**config.mk**
```make
export PLATFORM = sky130hd
export DESIGN_NAME = rbi_hit_decide_flat
export DESIGN_NICKNAME = d
export VERILOG_FILES = /design/src/include/rbi_defines.svh /design/src/rbi_fixed_pkg.sv /design/src/rbi_if.sv /design/src/rbi_hit_decide.sv /design/src/flat_wrapper.sv
export SDC_FILE = /design/constraint.sdc
export NUM_CORES = 1
export LEC_CHECK = 0
export BUFFER_PORTS_ARGS = -buffer_cell sky130_fd_sc_hd__buf_4
export CAP_MARGIN = 0
export CORE_ASPECT_RATIO = 1.4
export CORE_UTILIZATION = 29
export DETAILED_ROUTE_END_ITERATION = 16
export GPL_TIMING_DRIVEN = 0
export SLEW_MARGIN = 20
export SYNTH_ARGS = -nofsm -noshare
export SYNTH_HDL_FRONTEND = slang
export SYNTH_SLANG_ARGS = --single-unit
```
**constraint.sdc**
```tcl
create_clock -name clk_in -period 5.9 [get_ports clk_in]
set_input_delay 0 -clock clk_in [delete_from_list [all_inputs] [get_ports clk_in]]
set_output_delay 0 -clock clk_in [all_outputs]
set_load 0.005 [all_outputs]
```
**src/include/rbi_defines.svh**
```systemverilog
`ifndef RBI_DEFINES_SVH
`define RBI_DEFINES_SVH

////////////////////////////////////////////////////////////
// geometry constants, all Q16.16
////////////////////////////////////////////////////////////

// half edge of a block, 100.0
`define RBI_BLOCK_HALF 32'sh0064_0000

// slab interval limits, -30000.0 and +30000.0
`define RBI_T_MIN 32'sh8AD0_0000
`define RBI_T_MAX 32'sh7530_0000

////////////////////////////////////////////////////////////
// flow control
////////////////////////////////////////////////////////////

// output queue slots, also the upstream credit count at reset
`define RBI_FIFO_DEPTH 8
`define RBI_OUT_CREDITS 4

`endif

```
**src/rbi_fixed_pkg.sv**
```systemverilog
package rbi_fixed_pkg;

    ////////////////////////////////////////////////////////////
    // fixed point value types
    ////////////////////////////////////////////////////////////

    // signed Q16.16 coordinate or distance
    typedef logic signed [31:0] fixed_t;

    // full product of two fixed_t values, Q32.32
    typedef logic signed [63:0] wide_t;

    // fraction bits in fixed_t
    localparam int unsigned FRAC_BITS = 16;

endpackage

```
**src/rbi_if.sv**
```systemverilog


// reduced interval of the ray inside the block
interface rbi_span_if;
    logic                  valid;
    rbi_fixed_pkg::fixed_t t_near;
    rbi_fixed_pkg::fixed_t t_far;
    rbi_fixed_pkg::fixed_t t_best;

    modport source (output valid, t_near, t_far, t_best);
    modport sink (input valid, t_near, t_far, t_best);
endinterface

```
**src/rbi_hit_decide.sv**
```systemverilog
`timescale 1ns/1ps

module rbi_hit_decide (
    input  logic                  clk_in,
    input  logic                  rst_in,
    rbi_span_if.sink              span,
    output logic                  res_valid,
    output logic                  res_hit,
    output rbi_fixed_pkg::fixed_t res_t
);

    logic hit;

    // interval not empty, not fully behind the origin,
    // and closer than what the ray already has
    always_comb begin
        hit = (span.t_near <= span.t_far)
            && (span.t_far >= 0)
            && (span.t_near < span.t_best);
    end

    always_ff @(posedge clk_in) begin
        if (rst_in) begin
            res_valid <= 1'b0;
        end else begin
            res_valid <= span.valid;
        end
    end

    always_ff @(posedge clk_in) begin
        res_hit <= hit;
        if (hit) begin
            res_t <= span.t_near;
        end else begin
            // keep the previous best
            res_t <= span.t_best;
        end
    end

endmodule

```
**src/flat_wrapper.sv**
```systemverilog
// flat-port wrapper written by rule: the top's interface ports become plain ports
module rbi_hit_decide_flat 
  (clk_in, rst_in, res_valid, res_hit, res_t, span_valid, span_t_near, span_t_far, span_t_best);
  rbi_span_if span_i ();
  input  logic clk_in;
  input  logic rst_in;
  output logic res_valid;
  output logic res_hit;
  output rbi_fixed_pkg::fixed_t res_t;
  input wire logic [$bits(span_i.valid)-1:0] span_valid;
  input wire logic [$bits(span_i.t_near)-1:0] span_t_near;
  input wire logic [$bits(span_i.t_far)-1:0] span_t_far;
  input wire logic [$bits(span_i.t_best)-1:0] span_t_best;
  assign span_i.valid = span_valid;
  assign span_i.t_near = span_t_near;
  assign span_i.t_far = span_t_far;
  assign span_i.t_best = span_t_best;
  rbi_hit_decide u_core (.clk_in(clk_in), .rst_in(rst_in), .span(span_i), .res_valid(res_valid), .res_hit(res_hit), .res_t(res_t));
endmodule
```
==> impl_metrics.tcl <==
set metrics [dict create \
    run_status "complete, no violations" \
    wl_mm 7.656 \
    setup_tns_ns 0 \
    period_needed_ns 3.568 \
    vias 2788 \
    critPathArrivalTime_ns 3.73 \
    final_area_um2 4642 \
    path_clk_slew_ns 0.06 \
    grt_pass1_vias 2875 \
    overflow 0 \
    power.density_nw_per_um2 180.4 \
    vias_per_cell 4.563 \
    startpoint "span_t_best[14]" \
    coreArea_um2 9029 \
    synth_fp_nets 460 \
    min_from "span_t_far[31]" \
    io_buffer_count 132 \
    drc 0 \
    final_nets 665 \
    worstHoldEndpoint "u_core.res_hit" \
    synth_top_area_frac 0.2930 \
    grt_max_degree 11 \
    synth_cell_types 33 \
    rsz0062_at_grt "no" \
    place_congestion 0.7786 \
    cp-end-kind "register" \
    setup_viol 0 \
    post-place-cells 537 \
    drtPass1Iterations 3 \
    cap_viol_max_count 0 \
    cts_tree "yes" \
    synth_common_cells "66 x inv_1, 63 x ha_1, 34 x dfxtp_1, 28 x mux2_2, 26 x a21oi_1" \
    p_leak_nw 2.451 \
    synthesis.area_um2 2690 \
    path_max_fanout 10 \
    antenna_cells 0 \
    synth_warnings 0 \
    crit_type "in2reg" \
    startpoint_type "primary input" \
    grtUsageTotal 0.1579 \
    cts_sinks 34 \
    fin_crit_sh 0.6047 \
    synth.largest_area_cell "ha_1" \
    initial_utilization 0.2979 \
    placed_cell_area_um2 3815 \
    wire_per_inst_um 12.53 \
    ys.flop_type "dfxtp_1" \
    synth-seq-cells 34 \
    seqCellArea_um2 680.7 \
    antenna_found_initial 0 \
    crit_required_ns 6.06 \
    synth_area_leaders "ha_1 29%, dfxtp_1 25%, mux2_2 12%" \
    rows 41 \
    synth_edf_count 0 \
    nFillCells 846 \
    maxSlewViolCount 0 \
    multiInputGateArea_um2 1728 \
    htree_num_levels 2 \
    netlist_instances 298 \
    io_pins 133 \
    ant_nets 0 \
    root_buffer "clkbuf_16" \
    hold_class "in2reg" \
    worstMarginPinSlew_ns 0.5202 \
    maxClockFrequency_ghz 0.2803 \
    irDropWorstVdd_uv 118.8 \
    instances_no_fill 611 \
    dieArea_um2 9671 \
    syn_area_per_cell_um2 9.027 \
    ys_async_sr_fraction 0 \
    drive_above_1_share 0.3413 \
    fp.dieW_um 83.40 \
    ctsResizeCount 0 \
    synth_most_common_cell "inv_1" \
    relSlewSlack 0.6500 \
    hpwl_mm 6.007 \
    grt_pass1_wl_mm 12.19 \
    numCtsBuffers 5 \
    hold_violations 0 \
    area_growth_pct 72.56 \
    fp.dieH_um 116.0 \
    first_iter_violations 23 \
    ys_seq_area_frac 0.2530 \
    clock_path_buffers 2 \
    holdPathStages 3 \
]
[kinds of logic (layout without fill, tap and decap cells)]
group | count (synthesis) | count (layout) | share of synthesized area
muxes | 33 | 33 | 0.1377
buffers and inverters | 69 | 275 | 0.1047
DFF | 34 | 34 | 0.2530
xor gates and xnor gates | 1 | 1 | 0.003256
adders and majority gates | 63 | 63 | 0.2930
AOI/OAI and AO/OA | 53 | 53 | 0.1172
and+or+nand+nor | 45 | 45 | 0.09116
[critical path, cell delays in order]
cell and delay [ns]:
dlygate4sd3_1 0.54, buf_4 0.11, inv_1 0.03, ha_1 0.31, nand4_1 0.17, or4_1 0.56
o211ai_1 0.23, a21oi_1 0.11, xor2_1 0.18, nor3_4 0.33, buf_6 0.23, mux2_2 0.34
dlygate4sd3_1 0.58
[layout by cell type, fill, tap and decap left out, types with 3 or more instances in the layout]
master and instances:
buf_4 132, inv_1 66, dlygate4sd3_1 66, ha_1 63
dfxtp_1 34, mux2_2 28, a21oi_1 26, nand2_1 14
nand4_1 9, o21ai_0 8, nand3_1 7, clkbuf_16 5
a21o_1 4, o211ai_1 4, nor2_1 4, mux2_1 4
and4_1 3, o21a_1 3, buf_6 3, clkbuf_8 3
[sequential cells by signal (all words and copies together), names as in the netlist]
| signal | count |
|---|---|
| u_core.res_hit | 1 |
| u_core.res_t | 32 |
| u_core.res_valid | 1 |
[through the flow]
step	util	hold WS (ns)	worst slack, ns	total power, mW
6_report	0.5141	0.09600	2.332	0.8374
5_1_grt	0.5141	0.1051	2.115	0.8897
4_1_cts	0.5141	0.08855	2.296	0.8536
3_5_place_dp	0.4225	0.1692	3.042	0.5019
3_3_place_gp	0.4225	0.1608	3.020	0.4965
2_1_floorplan	-	0.07161	3.649	0.3797
[metal layers]
metal  GRT usage  routed length, um  vias up
li1            -                  -     1443
met1      0.1529               2858     1250
met2      0.3208               4229       83
met3     0.03348                395       12
met4     0.06552                172        0
met5           0                  0        -
[report_power, final]
group	total, mW	internal, mW	switching [mW]	leakage [nW]
logic	0.285	0.178	0.107	2.08
clock network	0.292	0.191	0.101	0.0832
registers	0.260	0.254	0.00639	0.287
[layout make-up]
type,count,share of cell area
buffer,3,0.007278
clock buffer,8,0.03585
inverter,66,0.05337
multi-input combinational,195,0.3722
sequential,34,0.1466
tap,107,0.02884
timing repair buffer,198,0.3558
[timing repair]
action / CTS / global route
buffers inserted: 0 / 0
hold buffers: 66 / 0
hold endpoints to repair: 33 / 0
[worst max-delay path by stage]
stage                                   to  depth (start not counted)
after global placement    u_core.res_t[30]                         11
after detailed placement  u_core.res_t[11]                         11
after floorplan           u_core.res_t[10]                         10
final                     u_core.res_t[17]                         13
after CTS                 u_core.res_t[30]                         13
after global routing      u_core.res_t[17]                         13
Note: power is estimated with default switching activity, not from simulation.
