==> src/include/rbi_defines.svh <==
`ifndef RBI_DEFINES_SVH
`define RBI_DEFINES_SVH

////////////////////////////////////////////////////////////
// geometry constants, all Q16.16
////////////////////////////////////////////////////////////

// half edge of a block, 100.0
`define RBI_BLOCK_HALF 32'sh0064_0000

// slab interval limits, -30000.0 and +30000.0
`define RBI_T_MIN 32'sh8AD0_0000
`define RBI_T_MAX 32'sh7530_0000

////////////////////////////////////////////////////////////
// flow control
////////////////////////////////////////////////////////////

// output queue slots, also the upstream credit count at reset
`define RBI_FIFO_DEPTH 8
`define RBI_OUT_CREDITS 4

`endif

==> src/rbi_fixed_pkg.sv <==
package rbi_fixed_pkg;

    ////////////////////////////////////////////////////////////
    // fixed point value types
    ////////////////////////////////////////////////////////////

    // signed Q16.16 coordinate or distance
    typedef logic signed [31:0] fixed_t;

    // full product of two fixed_t values, Q32.32
    typedef logic signed [63:0] wide_t;

    // fraction bits in fixed_t
    localparam int unsigned FRAC_BITS = 16;

endpackage

==> src/rbi_stream_pkg.sv <==
package rbi_stream_pkg;

    ////////////////////////////////////////////////////////////
    // credit and queue bookkeeping types
    ////////////////////////////////////////////////////////////

    // downstream credits held by the unit
    typedef logic [3:0] credit_cnt_t;

    // read or write position in the output queue
    typedef logic [2:0] fifo_ptr_t;

    // queue fill level, needs one bit more than the pointer
    typedef logic [3:0] fifo_cnt_t;

endpackage

==> src/rbi_credit_out.sv <==
`timescale 1ns/1ps
`include "rbi_defines.svh"

module rbi_credit_out (
    input  logic                  clk_in,
    input  logic                  rst_in,
    input  logic                  res_valid,
    input  logic                  res_hit,
    input  rbi_fixed_pkg::fixed_t res_t,
    input  logic                  out_credit,
    output logic                  out_valid,
    output logic                  out_hit,
    output rbi_fixed_pkg::fixed_t out_t,
    output logic                  in_credit
);

    ////////////////////////////////////////////////////////////
    // result queue
    ////////////////////////////////////////////////////////////

    logic                  mem_hit [`RBI_FIFO_DEPTH];
    rbi_fixed_pkg::fixed_t mem_t   [`RBI_FIFO_DEPTH];

    rbi_stream_pkg::fifo_ptr_t   wr_ptr, rd_ptr;
    rbi_stream_pkg::fifo_cnt_t   fifo_cnt;
    rbi_stream_pkg::credit_cnt_t credit_cnt;

    logic pop;

    // pop when an entry waits and downstream has a credit
    assign pop = (fifo_cnt != '0) && (credit_cnt != '0);

    always_ff @(posedge clk_in) begin
        if (res_valid) begin
            mem_hit[wr_ptr] <= res_hit;
            mem_t[wr_ptr]   <= res_t;
        end
    end

    always_ff @(posedge clk_in) begin
        if (rst_in) begin
            wr_ptr     <= '0;
            rd_ptr     <= '0;
            fifo_cnt   <= '0;
            credit_cnt <= rbi_stream_pkg::credit_cnt_t'(`RBI_OUT_CREDITS);
        end else begin
            if (res_valid) begin
                wr_ptr <= wr_ptr + 1'b1;
            end
            if (pop) begin
                rd_ptr <= rd_ptr + 1'b1;
            end
            case ({res_valid, pop})
                2'b10:   fifo_cnt <= fifo_cnt + 1'b1;
                2'b01:   fifo_cnt <= fifo_cnt - 1'b1;
                default: fifo_cnt <= fifo_cnt;
            endcase
            // one credit back from downstream and one spent per beat
            case ({out_credit, pop})
                2'b10:   credit_cnt <= credit_cnt + 1'b1;
                2'b01:   credit_cnt <= credit_cnt - 1'b1;
                default: credit_cnt <= credit_cnt;
            endcase
        end
    end

    ////////////////////////////////////////////////////////////
    // registered output beat
    ////////////////////////////////////////////////////////////

    always_ff @(posedge clk_in) begin
        if (rst_in) begin
            out_valid <= 1'b0;
            in_credit <= 1'b0;
        end else begin
            out_valid <= pop;
            in_credit <= pop;
        end
    end

    always_ff @(posedge clk_in) begin
        if (pop) begin
            out_hit <= mem_hit[rd_ptr];
            out_t   <= mem_t[rd_ptr];
        end
    end

    // upstream must never send more rays than there are free slots
    a_no_write_full: assert property (@(posedge clk_in) disable iff (rst_in)
        res_valid |-> (fifo_cnt != rbi_stream_pkg::fifo_cnt_t'(`RBI_FIFO_DEPTH)));

    // downstream returns no more than it was given
    a_credit_max: assert property (@(posedge clk_in) disable iff (rst_in)
        credit_cnt <= rbi_stream_pkg::credit_cnt_t'(`RBI_OUT_CREDITS));

    // a beat drains an entry that the pointers show as stored
    a_out_after_pop: assert property (@(posedge clk_in) disable iff (rst_in)
        out_valid |-> $past((wr_ptr != rd_ptr)
            || (fifo_cnt == rbi_stream_pkg::fifo_cnt_t'(`RBI_FIFO_DEPTH))));

endmodule

==> config.mk <==
export PLATFORM = sky130hd
export DESIGN_NAME = rbi_credit_out
export DESIGN_NICKNAME = d
export VERILOG_FILES = /design/src/rbi_fixed_pkg.sv /design/src/rbi_stream_pkg.sv /design/src/rbi_credit_out.sv
export VERILOG_INCLUDE_DIRS = /design/src /design/src/include
export SDC_FILE = /design/constraint.sdc
export NUM_CORES = 1
export LEC_CHECK = 0
export BUFFER_PORTS_ARGS = -buffer_cell sky130_fd_sc_hd__buf_2
export CORE_MARGIN = 4
export CORE_UTILIZATION = 55
export CTS_CLUSTER_DIAMETER = 100
export DETAILED_ROUTE_END_ITERATION = 7
export GPL_TIMING_DRIVEN = 0
export PLACE_DENSITY = 0.83
export SYNTH_ARGS = -nofsm -noshare
export SYNTH_HDL_FRONTEND = slang
export SYNTH_SLANG_ARGS = --single-unit
==> constraint.sdc <==
create_clock -name clk_in -period 4.5 [get_ports clk_in]
set_input_delay 0.675 -clock clk_in [delete_from_list [all_inputs] [get_ports clk_in]]
set_output_delay 0.675 -clock clk_in [all_outputs]
set_load 0.05 [all_outputs]
==> flow_summary.json <==
{
  "crit_path_start_kind": "flop",
  "layout_commonest_cell": "edfxtp_1",
  "clockRootBuffer": "clkbuf_16",
  "wl_per_cell_um": 24.9,
  "cp_max_fo": 25,
  "clock_latency_ns": 0.57,
  "regToRegEndpoint": "fifo_cnt[2]",
  "ys_ff_latch": 312,
  "grt_pass1_vias": 5891,
  "syn-num-nets": 560,
  "instances_no_fill": 930,
  "required_ns": 4.99,
  "rsz0062_at_grt": "no",
  "fin_crit_sh_pct": 70.5,
  "drtPass1Iterations": 4,
  "min_to": "fifo_cnt[2]",
  "syn_avg_cell_area_um2": 23.0,
  "rr_startpoint": "credit_cnt[1]",
  "slew_headroom_pct": 37.9,
  "arrival_ns": 3.66,
  "path_class": "flop to flop",
  "r2r.worst_path.cells": 11,
  "layout_common_cells": "297 x edfxtp_1, 77 x buf_2, 66 x mux4_2, 29 x clkbuf_16, 23 x mux2_4",
  "setup_viol": 0,
  "vdd.ir_drop.worst_mv": 0.306,
  "cts_hold_buf": 0,
  "synth_seq_area_share_pct": 77.7,
  "hold_depth": 2,
  "crit_path_end_kind": "flop",
  "dp_hpwl_mm": 14.2,
  "netlist_area_um2": 11900,
  "postCtsSetupRepairBufs": 0,
  "postSynthCellCount": 515,
  "grt_max_degree": 26,
  "area_delta_synth_final_pct": 16.6,
  "nets": 677,
  "cts_sinks": 312,
  "die_x_um": 155,
  "routabilityCongestion": 0.732,
  "placedInstanceArea_um2": 12900,
  "fin_skew_ns": 0.0155,
  "path_clk_slew_ns": 0.07,
  "drc": 0,
  "initial_core_util_pct": 56.1,
  "io_pins": 72,
  "dp.cells": 876,
  "die_h_um": 155,
  "core_area_um2": 21200,
  "min_period_ns": 3.17,
  "min_from": "rst_in",
  "p_leak_nw": 4.60,
  "cts_buffers": 29,
  "whs_ns": 0.379,
  "status": "finished, final reports clean",
  "drt-initial-drc-count": 444,
  "cts_max_path_buffers": 3,
  "portBuffers": 71,
  "p_total_mw": 8.55,
  "drive_gt1_share_pct": 38.5,
  "antenna_found_initial": 2,
  "cts_tree": "yes",
  "p_per_area_nw_per_um2": 618,
  "rows": 53,
  "avgViaCountPerCell": 5.79,
  "cts_resized": 0,
  "drt_wl_total_mm": 23.2,
  "vias": 5384,
  "overflow": 0,
  "worst_pin_slew_ns": 0.931,
  "ant_nets": 0,
  "rrSetupSlack_ns": 1.33,
  "die_area_um2": 24000,
  "track_usage_pct": 20.0,
  "finalMaxSlewViolations": 0,
  "hold_path.class": "input port to flop",
  "timing.final.hold_violations": 0,
  "timing.fmax_mhz": 315,
  "synth.distinct_cells": 31,
  "grt_pass1_wl_mm": 35.8,
  "setup_tns_ns": 0,
  "postLayoutCellArea_um2": 13800,
  "drv_cap": 0,
  "htreeDepth": 1,
  "yosysWarnings": 0
}
==> layout make-up <==
class                   instances  area, um2
diodes                          1       2.50
plain buffers                  23        171
clock buffers                  37        786
clock inverters                16        174
fillers                      1301       7320
inverters                       2       7.51
multi-input cells             178       2530
flip-flops and latches        312       9220
well taps                     275        344
repair buffers                 86        604
==> kinds of logic (layout without fill, tap and decap cells) <==
| group | count (synthesis) | count (layout) | synth area share, % |
|---|---|---|---|
| flip-flops | 312 | 312 | 77.7 |
| XOR/XNOR | 9 | 9 | 0.664 |
| AND/OR/NAND/NOR | 44 | 44 | 1.79 |
| buffers and inverters | 25 | 164 | 1.50 |
| AO/OA/AOI/OAI | 12 | 12 | 0.632 |
| multiplexers | 105 | 105 | 16.9 |
| other | 0 | 1 | 0 |
| adder cells (fa/ha/maj) | 8 | 8 | 0.843 |
==> layer usage <==
| metal | vias to the layer above | share of wire (%) | track usage, % | routed length, um |
|---|---|---|---|---|
| met5 | - | 0.030 | 0 | 7 |
| met4 | 2 | 1.9 | 5.72 | 449 |
| met1 | 2779 | 38 | 26.0 | 8740 |
| li1 | 2366 | - | - | - |
| met2 | 202 | 53 | 35.1 | 12300 |
| met3 | 35 | 7.1 | 3.48 | 1650 |
==> through the flow <==
| step | setup WS (ns) | utilization [%] |
|---|---|---|
| after floorplan | 0.976 | - |
| final | 1.33 | 65.4 |
| after CTS | 1.33 | 65.4 |
| after global routing | 1.17 | 65.4 |
| after global placement | -1.37 | 59.4 |
| after detailed placement | 1.37 | 60.9 |
==> synthesized netlist by cell type <==
cell	count	area, um2
edfxtp_1	297	8920
mux4_2	66	1490
mux2_4	23	345
nor2_1	19	71.3
dfxtp_1	15	300
mux2_2	12	135
ha_1	8	100
xor2_1	8	70.1
buf_1	6	22.5
buf_2	6	30.0
nand2_1	6	22.5
clkbuf_1	5	18.8
nand2b_1	5	31.3
a21oi_1	4	20.0
buf_12	4	80.1
mux2i_1	4	40.0
nor2b_1	3	18.8
nor3_1	3	15.0
o21ai_0	3	15.0
a32o_1	2	20.0
inv_1	2	7.51
nor3b_1	2	15.0
o22ai_1	2	12.5
or3_1	2	12.5
or4_1	2	15.0
and2_1	1	6.26
buf_4	1	7.51
buf_6	1	11.3
nand3_1	1	5.00
o21a_1	1	7.51
xnor2_1	1	8.76
==> power by group <==
part	switching, mW	internal [mW]	leakage, nW	total, mW
sequential	0.110	3.55	2.84	3.66
combinational	1.48	0.963	1.29	2.45
clock	1.04	1.41	0.468	2.45
==> critical path, cell delays in order (launching register included) <==
cell and delay, ns:
dfxtp_1 0.38, or4_1 0.59, and2_1 0.17, clkbuf_2 0.32, buf_12 0.29, ha_1 0.28, xor2_1 0.18, ha_1 0.19
a21oi_1 0.15, xor2_1 0.10, or3_1 0.31, a21oi_1 0.14
==> registers in the layout, summed over array words and instances (netlist names) <==
| signal | cells |
|---|---|
| mem_t | 256 |
| out_t | 32 |
| mem_hit | 8 |
| credit_cnt | 4 |
| fifo_cnt | 4 |
| rd_ptr | 3 |
| wr_ptr | 3 |
| in_credit | 1 |
| out_hit | 1 |
==> how the worst max path moves through the flow <==
| stage | end | slack (ns) | startpoint |
|---|---|---|---|
| 2_1_floorplan | mem_hit[0] | 0.98 | res_valid |
| 3_3_place_gp | mem_t[0][16] | -1.37 | res_valid |
| 3_5_place_dp | fifo_cnt[2] | 1.37 | credit_cnt[1] |
| 4_1_cts | fifo_cnt[2] | 1.33 | credit_cnt[1] |
| 5_1_grt | fifo_cnt[2] | 1.17 | fifo_cnt[1] |
| 6_report | fifo_cnt[2] | 1.33 | credit_cnt[1] |
No activity file was read; power rests on OpenSTA's default activity.
