$ cat config.mk
export PLATFORM = sky130hd
export DESIGN_NAME = rbi_bounds_flat
export DESIGN_NICKNAME = d
export VERILOG_FILES = /design/src/rbi_fixed_pkg.sv /design/src/rbi_if.sv /design/src/rbi_bounds.sv /design/src/flat_wrapper.sv
export VERILOG_INCLUDE_DIRS = /design/src /design/src/include
export SDC_FILE = /design/constraint.sdc
export NUM_CORES = 1
export LEC_CHECK = 0
export BUFFER_PORTS_ARGS = -buffer_cell sky130_fd_sc_hd__clkbuf_2
export CAP_MARGIN = 10
export CORE_AREA = 5 5 213 215
export DETAILED_ROUTE_END_ITERATION = 12
export DIE_AREA = 0 0 218 220
export PLACE_DENSITY = 0.41
export SLEW_MARGIN = 20
export SYNTH_ARGS = -nofsm -noshare
export SYNTH_HDL_FRONTEND = slang
export SYNTH_SLANG_ARGS = --single-unit
$ cat constraint.sdc
create_clock -name clk_in -period 2.5 [get_ports clk_in]
set_input_delay 0.25 -clock clk_in [delete_from_list [all_inputs] [get_ports clk_in]]
set_output_delay 0.25 -clock clk_in [all_outputs]
set_load 0.02 [all_outputs]
$ cat src/include/rbi_defines.svh
`ifndef RBI_DEFINES_SVH
`define RBI_DEFINES_SVH

////////////////////////////////////////////////////////////
// geometry constants, all Q16.16
////////////////////////////////////////////////////////////

// half edge of a block, 100.0
`define RBI_BLOCK_HALF 32'sh0064_0000

// slab interval limits, -30000.0 and +30000.0
`define RBI_T_MIN 32'sh8AD0_0000
`define RBI_T_MAX 32'sh7530_0000

////////////////////////////////////////////////////////////
// flow control
////////////////////////////////////////////////////////////

// output queue slots, also the upstream credit count at reset
`define RBI_FIFO_DEPTH 8
`define RBI_OUT_CREDITS 4

`endif

$ cat src/rbi_fixed_pkg.sv
package rbi_fixed_pkg;

    ////////////////////////////////////////////////////////////
    // fixed point value types
    ////////////////////////////////////////////////////////////

    // signed Q16.16 coordinate or distance
    typedef logic signed [31:0] fixed_t;

    // full product of two fixed_t values, Q32.32
    typedef logic signed [63:0] wide_t;

    // fraction bits in fixed_t
    localparam int unsigned FRAC_BITS = 16;

endpackage

$ cat src/rbi_if.sv
`timescale 1ns/1ps

// corners of the block, ray inverse direction and best distance so far
interface rbi_box_if;
    logic                  valid;
    rbi_fixed_pkg::fixed_t bmin_x, bmin_y, bmin_z;
    rbi_fixed_pkg::fixed_t bmax_x, bmax_y, bmax_z;
    rbi_fixed_pkg::fixed_t inv_x, inv_y, inv_z;
    rbi_fixed_pkg::fixed_t t_best;

    modport source (
        output valid, bmin_x, bmin_y, bmin_z, bmax_x, bmax_y, bmax_z,
        output inv_x, inv_y, inv_z, t_best
    );
    modport sink (
        input valid, bmin_x, bmin_y, bmin_z, bmax_x, bmax_y, bmax_z,
        input inv_x, inv_y, inv_z, t_best
    );
endinterface


$ cat src/rbi_bounds.sv
`timescale 1ns/1ps
`include "rbi_defines.svh"

module rbi_bounds (
    input  logic                  clk_in,
    input  logic                  rst_in,
    input  logic                  in_valid,
    input  rbi_fixed_pkg::fixed_t block_pos_x,
    input  rbi_fixed_pkg::fixed_t block_pos_y,
    input  rbi_fixed_pkg::fixed_t block_pos_z,
    input  rbi_fixed_pkg::fixed_t inv_x,
    input  rbi_fixed_pkg::fixed_t inv_y,
    input  rbi_fixed_pkg::fixed_t inv_z,
    input  rbi_fixed_pkg::fixed_t t_in,
    rbi_box_if.source             box
);

    localparam rbi_fixed_pkg::fixed_t BLOCK_HALF = `RBI_BLOCK_HALF;

    always_ff @(posedge clk_in) begin
        if (rst_in) begin
            box.valid <= 1'b0;
        end else begin
            box.valid <= in_valid;
        end
    end

    // cube faces lie one half size either side of the centre
    always_ff @(posedge clk_in) begin
        box.bmin_x <= block_pos_x - BLOCK_HALF;
        box.bmin_y <= block_pos_y - BLOCK_HALF;
        box.bmin_z <= block_pos_z - BLOCK_HALF;
        box.bmax_x <= block_pos_x + BLOCK_HALF;
        box.bmax_y <= block_pos_y + BLOCK_HALF;
        box.bmax_z <= block_pos_z + BLOCK_HALF;
        // ray and best distance ride along
        box.inv_x  <= inv_x;
        box.inv_y  <= inv_y;
        box.inv_z  <= inv_z;
        box.t_best <= t_in;
    end

endmodule

$ cat src/flat_wrapper.sv
// flat-port wrapper written by rule: the top's interface ports become plain ports
module rbi_bounds_flat 
  (clk_in, rst_in, in_valid, block_pos_x, block_pos_y, block_pos_z, inv_x, inv_y, inv_z, t_in, box_valid, box_bmin_x, box_bmin_y, box_bmin_z, box_bmax_x, box_bmax_y, box_bmax_z, box_inv_x, box_inv_y, box_inv_z, box_t_best);
  rbi_box_if box_i ();
  input  logic clk_in;
  input  logic rst_in;
  input  logic in_valid;
  input  rbi_fixed_pkg::fixed_t block_pos_x;
  input  rbi_fixed_pkg::fixed_t block_pos_y;
  input  rbi_fixed_pkg::fixed_t block_pos_z;
  input  rbi_fixed_pkg::fixed_t inv_x;
  input  rbi_fixed_pkg::fixed_t inv_y;
  input  rbi_fixed_pkg::fixed_t inv_z;
  input  rbi_fixed_pkg::fixed_t t_in;
  output wire logic [$bits(box_i.valid)-1:0] box_valid;
  output wire logic [$bits(box_i.bmin_x)-1:0] box_bmin_x;
  output wire logic [$bits(box_i.bmin_y)-1:0] box_bmin_y;
  output wire logic [$bits(box_i.bmin_z)-1:0] box_bmin_z;
  output wire logic [$bits(box_i.bmax_x)-1:0] box_bmax_x;
  output wire logic [$bits(box_i.bmax_y)-1:0] box_bmax_y;
  output wire logic [$bits(box_i.bmax_z)-1:0] box_bmax_z;
  output wire logic [$bits(box_i.inv_x)-1:0] box_inv_x;
  output wire logic [$bits(box_i.inv_y)-1:0] box_inv_y;
  output wire logic [$bits(box_i.inv_z)-1:0] box_inv_z;
  output wire logic [$bits(box_i.t_best)-1:0] box_t_best;
  assign box_valid = box_i.valid;
  assign box_bmin_x = box_i.bmin_x;
  assign box_bmin_y = box_i.bmin_y;
  assign box_bmin_z = box_i.bmin_z;
  assign box_bmax_x = box_i.bmax_x;
  assign box_bmax_y = box_i.bmax_y;
  assign box_bmax_z = box_i.bmax_z;
  assign box_inv_x = box_i.inv_x;
  assign box_inv_y = box_i.inv_y;
  assign box_inv_z = box_i.inv_z;
  assign box_t_best = box_i.t_best;
  rbi_bounds u_core (.clk_in(clk_in), .rst_in(rst_in), .in_valid(in_valid), .block_pos_x(block_pos_x), .block_pos_y(block_pos_y), .block_pos_z(block_pos_z), .inv_x(inv_x), .inv_y(inv_y), .inv_z(inv_z), .t_in(t_in), .box(box_i));
endmodule
==> summary.txt, run 1 <==
Floorplanning
  – Die Y: about 220 um
  – Die area: 48,000 um^2
  – Die X: between 200 and 250 um
  – # rows: 77
  – Core Box Area: 43,500 um^2
  – Starting Density: between 15 and 20%
  – Num ports: 548

Hold path
  – Tightest Hold Check Type: in -> reg
  – Hold Crit Depth: 2
  – WHS Endpoint: u_core.box.bmax_x[25]$_DFF_P_
  – Min-delay src: block_pos_x[25]

Power
  – VDD IR max: 492 uV
  – Sw Pwr: approximately 2.7 mW
  – Sw frac: 24.7%
  – Int Power: 8.17 mW
  – Leakage: 6.49 nW
  – Overall power: 10.9 mW
  – Sequential Power Share: 42.2%
  – Power per cell area: roughly 810 nW/um^2
  – Combinational share of power: 13.4%
  – Clock network fraction of design power: 44.4%

STA
  – RSZ-0062 raised after global routing: false
  – Worst slew margin: 67.1%
  – Final Max Tran Viols: 0
  – Hold Slack: 43.3 ps
  – Final Hold Vio Count: 0
  – Final period util: 62.1%
  – Finish-stage setup viols: 0
  – Worst-Margin Slew: about 490 ps
  – Final WS setup: 947 ps
  – Setup tns final: 0 ps
  – Max frequency: between 0.6 and 0.7 GHz
  – Period minus WS final: between 1500 and 2000 ps

Setup path
  – Critical path arrival: 1990 ps
  – Cell Chain, Critical Path: dlygate4sd3_1 > clkbuf_2 > inv_1 > ha_1 > nand2b_4 > nor2b_4 > or4_1 > xnor2_1
  – Required time worst endpoint: 2940 ps
  – Worst path top cell family by delay: buffers and inverters
  – Crit-path max FO: 5
  – Worst setup EP type: register
  – Critical path's slowest cell: dlygate4sd3_1
  – CP Class: in -> reg
  – CP Launch Type: input pin
  – CP bufs+invs: 3
  – CP peak stage delay: 530 ps

Synth
  – Yosys cell types: 38
  – Syn Area/Cell: 13.6 um^2
  – Post-synth ARST share: 0%
  – Sequential cell area fraction in the yosys report: approximately 73%
  – Post-synthesis net count: 766
  – Ys Warns: 0
  – Post-synth EDFFs: 0
  – Synth Instances: 533
  – Cell Area, Synth: 7240 um^2
  – Post-synthesis register bit count: ~260
  – Ys flop type: dfxtp_1

Clock network
  – Maximum root-to-sink buffer count: 3
  – CTS root buf: clkbuf_16
  – Setup repair bufs after CTS: 0
  – CTS clk-pin slew, worst paths: 60 ps
  – CTS tree: yes
  – Inserted Clock Buffers: 30
  – H-tree depth: 1
  – Clock sink total: between 200 and 300

Place
  – Dpl hpwl: 21.5 mm
  – Routability cong.: 0.752
  – Port buffer count: 547
  – Place WS: approximately 900 ps

Route
  – First-pass DRT Iterations: 4
  – Drt first-iter violations: 163
  – Detailed Route WL: around 28 mm
  – Vias/cell: 3.36
  – Wire length per cell: 15.0 um
  – ANT nets after route: 0
  – Residual DRC: 0
  – DR vias: 6,264

GRT
  – First-pass GRT wire length: 38.9 mm
  – Total congestion overflow: 0
  – Initial antenna violation count: 1
  – Number of global-route vias before repair: 6,569
  – GR Util All Layers: 10.5%
  – Pin count of the biggest net entering global routing: 15

Finish
  – Ant. Diodes: 0
  – Final core utilization: a little under a third
  – Layout net count: 1,480
  – Share of cells above drive strength 1: 48.7%
  – Layout area overhead: 85.5%

Flow run
  – Max-cap violations: 0

Outcome
  – Status: finished clean
worst max path at each step:
stage	start	end	slack, ps	depth (start not counted)
3_3_place_gp	block_pos_z[18]	u_core.box.bmin_z[26]$_DFF_P_	930	7
2_1_floorplan	block_pos_y[18]	u_core.box.bmin_y[26]$_DFF_P_	1150	6
6_report	block_pos_z[18]	u_core.box.bmin_z[26]$_DFF_P_	950	8
3_5_place_dp	block_pos_z[18]	u_core.box.bmin_z[26]$_DFF_P_	920	7
5_1_grt	block_pos_y[18]	u_core.box.bmin_y[26]$_DFF_P_	870	8
4_1_cts	block_pos_z[18]	u_core.box.bmin_z[26]$_DFF_P_	980	8
layout make-up:
type | instances | area [um^2]
clock buffers | 40 | 870
inverters | 10 | 37.5
multi-input cells | 181 | 1370
repair buffers | 760 | 4870
flip-flops and latches | 264 | 5290
clock inverters | 16 | 251
well taps | 592 | 741
fillers | 4515 | 30100
cells in the final DEF, fill, tap and decap left out, drive strengths merged, types with 4 or more instances in the layout:
master,n
clkbuf,587
dfxtp,264
dlygate4sd3,213
xor2,36
xnor2,35
nand2,21
nor2,20
inv,11
nor3,10
nand3,9
nand4,9
nor4,7
ha,6
bufinv,6
nor2b,5
clkinv,5
clkinvlp,4
nand2b,4
logic make-up (layout without fill, tap and decap cells):
logic type / count (synthesis) / count (layout) / synth area share [%]
AO/OA/AOI/OAI: 11 / 11 / 1.26
XOR/XNOR: 71 / 71 / 8.59
adder cells (fa/ha/maj): 6 / 6 / 1.04
buffers and inverters: 88 / 826 / 8.04
flip-flops: 264 / 264 / 73.0
AND/OR/NAND/NOR: 93 / 93 / 8.02
state kept, by name, indices dropped and copies added (netlist names):
name / cells
u_core.box.bmax_z: 13
u_core.box.t_best: 32
u_core.box.bmin_y: 32
u_core.box.inv_z: 32
u_core.box.bmax_x: 13
u_core.box.bmin_x: 32
u_core.box.bmax_y: 13
u_core.box.inv_y: 32
u_core.box.bmin_z: 32
u_core.box.valid: 1
u_core.box.inv_x: 32
per-stage QoR:
stage	cell area, um^2	cells
5_1_grt	13400	1863
3_3_place_gp	10200	1594
2_1_floorplan	7240	533
3_5_place_dp	10200	1594
6_report	13400	1863
4_1_cts	13400	1863
power groups by stage:
stage          combinational, mW  sequential [mW]  clock, mW
6_report                    1.46             4.58       4.82
5_1_grt                     1.55             4.61       5.19
4_1_cts                     1.48             4.59       5.01
3_5_place_dp                1.19             4.68          0
3_3_place_gp                1.20             4.67          0
2_1_floorplan              0.311             5.01          0
synthesized netlist by cell type, types with 3 or more instances:
master | number | share of area (%)
dfxtp_1 | 264 | 73
buf_4 | 58 | 6.0
xor2_1 | 36 | 4.4
xnor2_1 | 35 | 4.2
nand2_1 | 20 | 1.0
nor2_1 | 20 | 1.0
inv_1 | 10 | 0.52
nand3_1 | 9 | 0.62
nand4_1 | 9 | 0.78
buf_2 | 8 | 0.55
clkbuf_1 | 7 | 0.36
nor3_1 | 7 | 0.48
ha_1 | 6 | 1.0
a21oi_1 | 3 | 0.21
buf_6 | 3 | 0.47
nor2b_1 | 3 | 0.26
nor3_2 | 3 | 0.42
nor4_2 | 3 | 0.52
nor4_4 | 3 | 0.88
routing by layer:
layer / wire [um] / track usage, % / vias to the layer above
li1: - / - / 3065
met1: 10200 / 11.7 / 2876
met2: 14000 / 18.6 / 281
met3: 3020 / 3.83 / 40
met4: 672 / 3.43 / 2
met5: 13 / 0 / -
timing repair:
action | 4_1_cts | 5_1_grt
hold endpoints to repair | 236 | 0
resized for setup | 0 | 0
hold buffers | 213 | 0
Power figures use the tool's default switching activity.
==> run 2, diff against run 1 <==
clock period = 1.6 ns   (was 2.5 ns; I/O delays follow)
==> run 2 against run 1 <==
Clock power rose by 44%. First-iteration DRC count fell by 0.61%. Cell area rose by 3.0%. Sequential cell count did not move. Worst hold slack got worse by 9.0 ps. Utilization rose by 0.91 points. Cell count rose by 2.2%. Non-clock buffer count rose by 41. Die area did not move. Critical path type unchanged. Critical endpoint is now u_core.box.bmin_z[31]$_DFF_P_. Largest cell class is now non-clock buffers.
==> summary.txt, run 2 (synthesis gave the netlist of run 1 again) <==
Floorplanning
  – Core Box Area: 43,500 um^2 (unchanged)
  – Num ports: 548 (unchanged)
  – Die area: 48,000 um^2 (unchanged)
  – Starting Density: 16.6% (unchanged)
  – Die X: 218 um (unchanged)
  – Die Y: 220 um (unchanged)
  – # rows: 77 (unchanged)

Finish
  – Layout Cells excl Fill: 1,904 (+2.2%)
  – Ant. Diodes: 0 (unchanged)
  – Share of cells above drive strength 1: 47.6% (-1.1 points)
  – Most common cell after layout, fill and taps aside: clkbuf_2
  – Most frequent cells in the layout: clkbuf_2 (539), dfxtp_1 (264), dlygate4sd3_1 (251)
  – Layout area overhead: 91.0%
  – Layout net count: 1,522 (+2.8%)
  – Filler cell count: 4,481 (-0.75%)

Setup path
  – CP peak stage delay: 550 ps (+20 ps)
  – Most used cell, CP: dlygate4sd3_1
  – Critical path arrival: 2040 ps (+50 ps)
  – Crit-path max FO: 5 (unchanged)
  – CP bufs+invs: 3 (unchanged)
  – Worst setup EP type: register
  – Required time worst endpoint: 2100 ps (-840 ps)
  – Worst path top cell family by delay: buffers and inverters
  – Critical path's slowest cell: dlygate4sd3_1
  – CP Launch Type: input pin
  – Cell Chain, Critical Path: dlygate4sd3_1 > clkbuf_2 > nor3_4 > nor2_2 > nor4_4 > xor2_1 > dlygate4sd3_1
  – Crit. path cell count: 7 (-1)
  – CP Class: in -> reg

Clock network
  – Inserted Clock Buffers: 31 (+3.3%)
  – CTS tree: yes
  – H-tree depth: 1 (unchanged)
  – CTS root buf: clkbuf_16
  – CTS clk-pin slew, worst paths: 60 ps (about the same)
  – Maximum root-to-sink buffer count: 3 (unchanged)
  – Clock sink total: 264 (unchanged)

Route
  – First-pass DRT Iterations: 4 (unchanged)
  – Residual DRC: 0 (unchanged)
  – Wire length per cell: 15.1 um (+0.68%)
  – Drt first-iter violations: 162 (-0.61%)
  – Vias/cell: 3.39 (+0.74%)
  – ANT nets after route: 0 (unchanged)
  – DR vias: 6,449 (+3.0%)
  – Detailed Route WL: 28.7 mm (+2.9%)

GRT
  – First-pass GRT wire length: 40.4 mm (+3.7%)
  – Number of global-route vias before repair: 6,864 (+4.5%)
  – Pin count of the biggest net entering global routing: 15 (unchanged)
  – GR Util All Layers: 10.8% (+0.30 points)
  – Total congestion overflow: 0 (unchanged)
  – Initial antenna violation count: 1 (unchanged)

Hold path
  – Tightest Hold Check Type: in -> reg
  – Hold Crit Depth: 3 (+1)
  – Min-delay src: block_pos_x[20]
  – WHS Endpoint: u_core.box.bmax_x[22]$_DFF_P_

STA
  – Worst-Margin Slew: 445 ps (-48.6 ps)
  – Worst slew margin: 70.3% (+3.3 points)
  – Max frequency: roughly 0.65 GHz
  – Final period util: 96.3%
  – Finish-stage setup viols: 0 (unchanged)
  – RSZ-0062 raised after global routing: true
  – Final Hold Vio Count: 0 (unchanged)
  – Final Max Tran Viols: 0 (unchanged)
  – Period minus WS final: 1540 ps

Power
  – Power per cell area: 1190 nW/um^2 (+47%)
  – VDD IR max: 664 uV (+35%)
  – Leakage: 6.67 nW (+2.8%)
  – Overall power: 16.5 mW (+52%)

Place
  – Port buffer count: 547 (unchanged)
  – Dpl hpwl: 21.3 mm (-0.89%)
  – Post-Place Cells: 1,596 (+0.13%)
  – Routability cong.: 0.750 (-0.33%)

Flow run
  – Max-cap violations: 0 (unchanged)

Outcome
  – Status: finished clean
-- run 2: worst max-delay path by stage --
stage                     slack (ps)                             to       startpoint
after global routing             -30  u_core.box.bmax_x[31]$_DFF_P_  block_pos_x[26]
after CTS                          8  u_core.box.bmax_x[31]$_DFF_P_  block_pos_x[26]
after floorplan                  340  u_core.box.bmin_y[26]$_DFF_P_  block_pos_y[18]
after detailed placement         110  u_core.box.bmin_z[26]$_DFF_P_  block_pos_z[18]
after global placement           140  u_core.box.bmin_z[26]$_DFF_P_  block_pos_z[18]
final                             60  u_core.box.bmin_z[31]$_DFF_P_  block_pos_z[19]
-- run 2: final cells by class --
| class | instances | area (um^2) | area share (%) |
|---|---|---|---|
| flip-flops and latches | 264 | 5290 | 38.2 |
| clock buffers | 37 | 828 | 5.99 |
| well taps | 592 | 741 | 5.36 |
| inverters | 10 | 37.5 | 0.272 |
| repair buffers | 801 | 5310 | 38.5 |
| clock inverters | 19 | 188 | 1.36 |
| multi-input cells | 181 | 1430 | 10.3 |
-- run 2: timing repair --
action	CTS	global route
setup endpoints to repair	0	7
buffers inserted	0	1
hold buffers	255	0
gates resized for setup	0	24
endpoints found under the hold margin	263	0
-- run 2: routing by layer --
metal  GRT usage [%]  vias to the layer above  wire length, um
li1                -                     3154                -
met1            12.2                     2968            10800
met2            19.2                      286            14400
met3            3.74                       39             2830
met4            3.18                        2              585
met5               0                        -               13
-- run 2: metrics by stage --
step	setup TNS [ps]	util [%]	area (um^2)	hold WS [ps]	setup WS, ps
6_report	0	31.7	13800	34.3	59.6
5_1_grt	-47.6	31.7	13800	36.4	-25.5
3_5_place_dp	0	23.4	10200	264	106
4_1_cts	0	31.6	13800	0.544	7.75
3_3_place_gp	0	23.4	10200	262	135
2_1_floorplan	0	-	7240	188	342
-- run 2: report_power, final --
group | switching (mW) | internal (mW)
sequential | 0.154 | 7.01
clock | 2.77 | 4.17
combinational | 1.33 | 1.05
total | 4.25 | 12.2
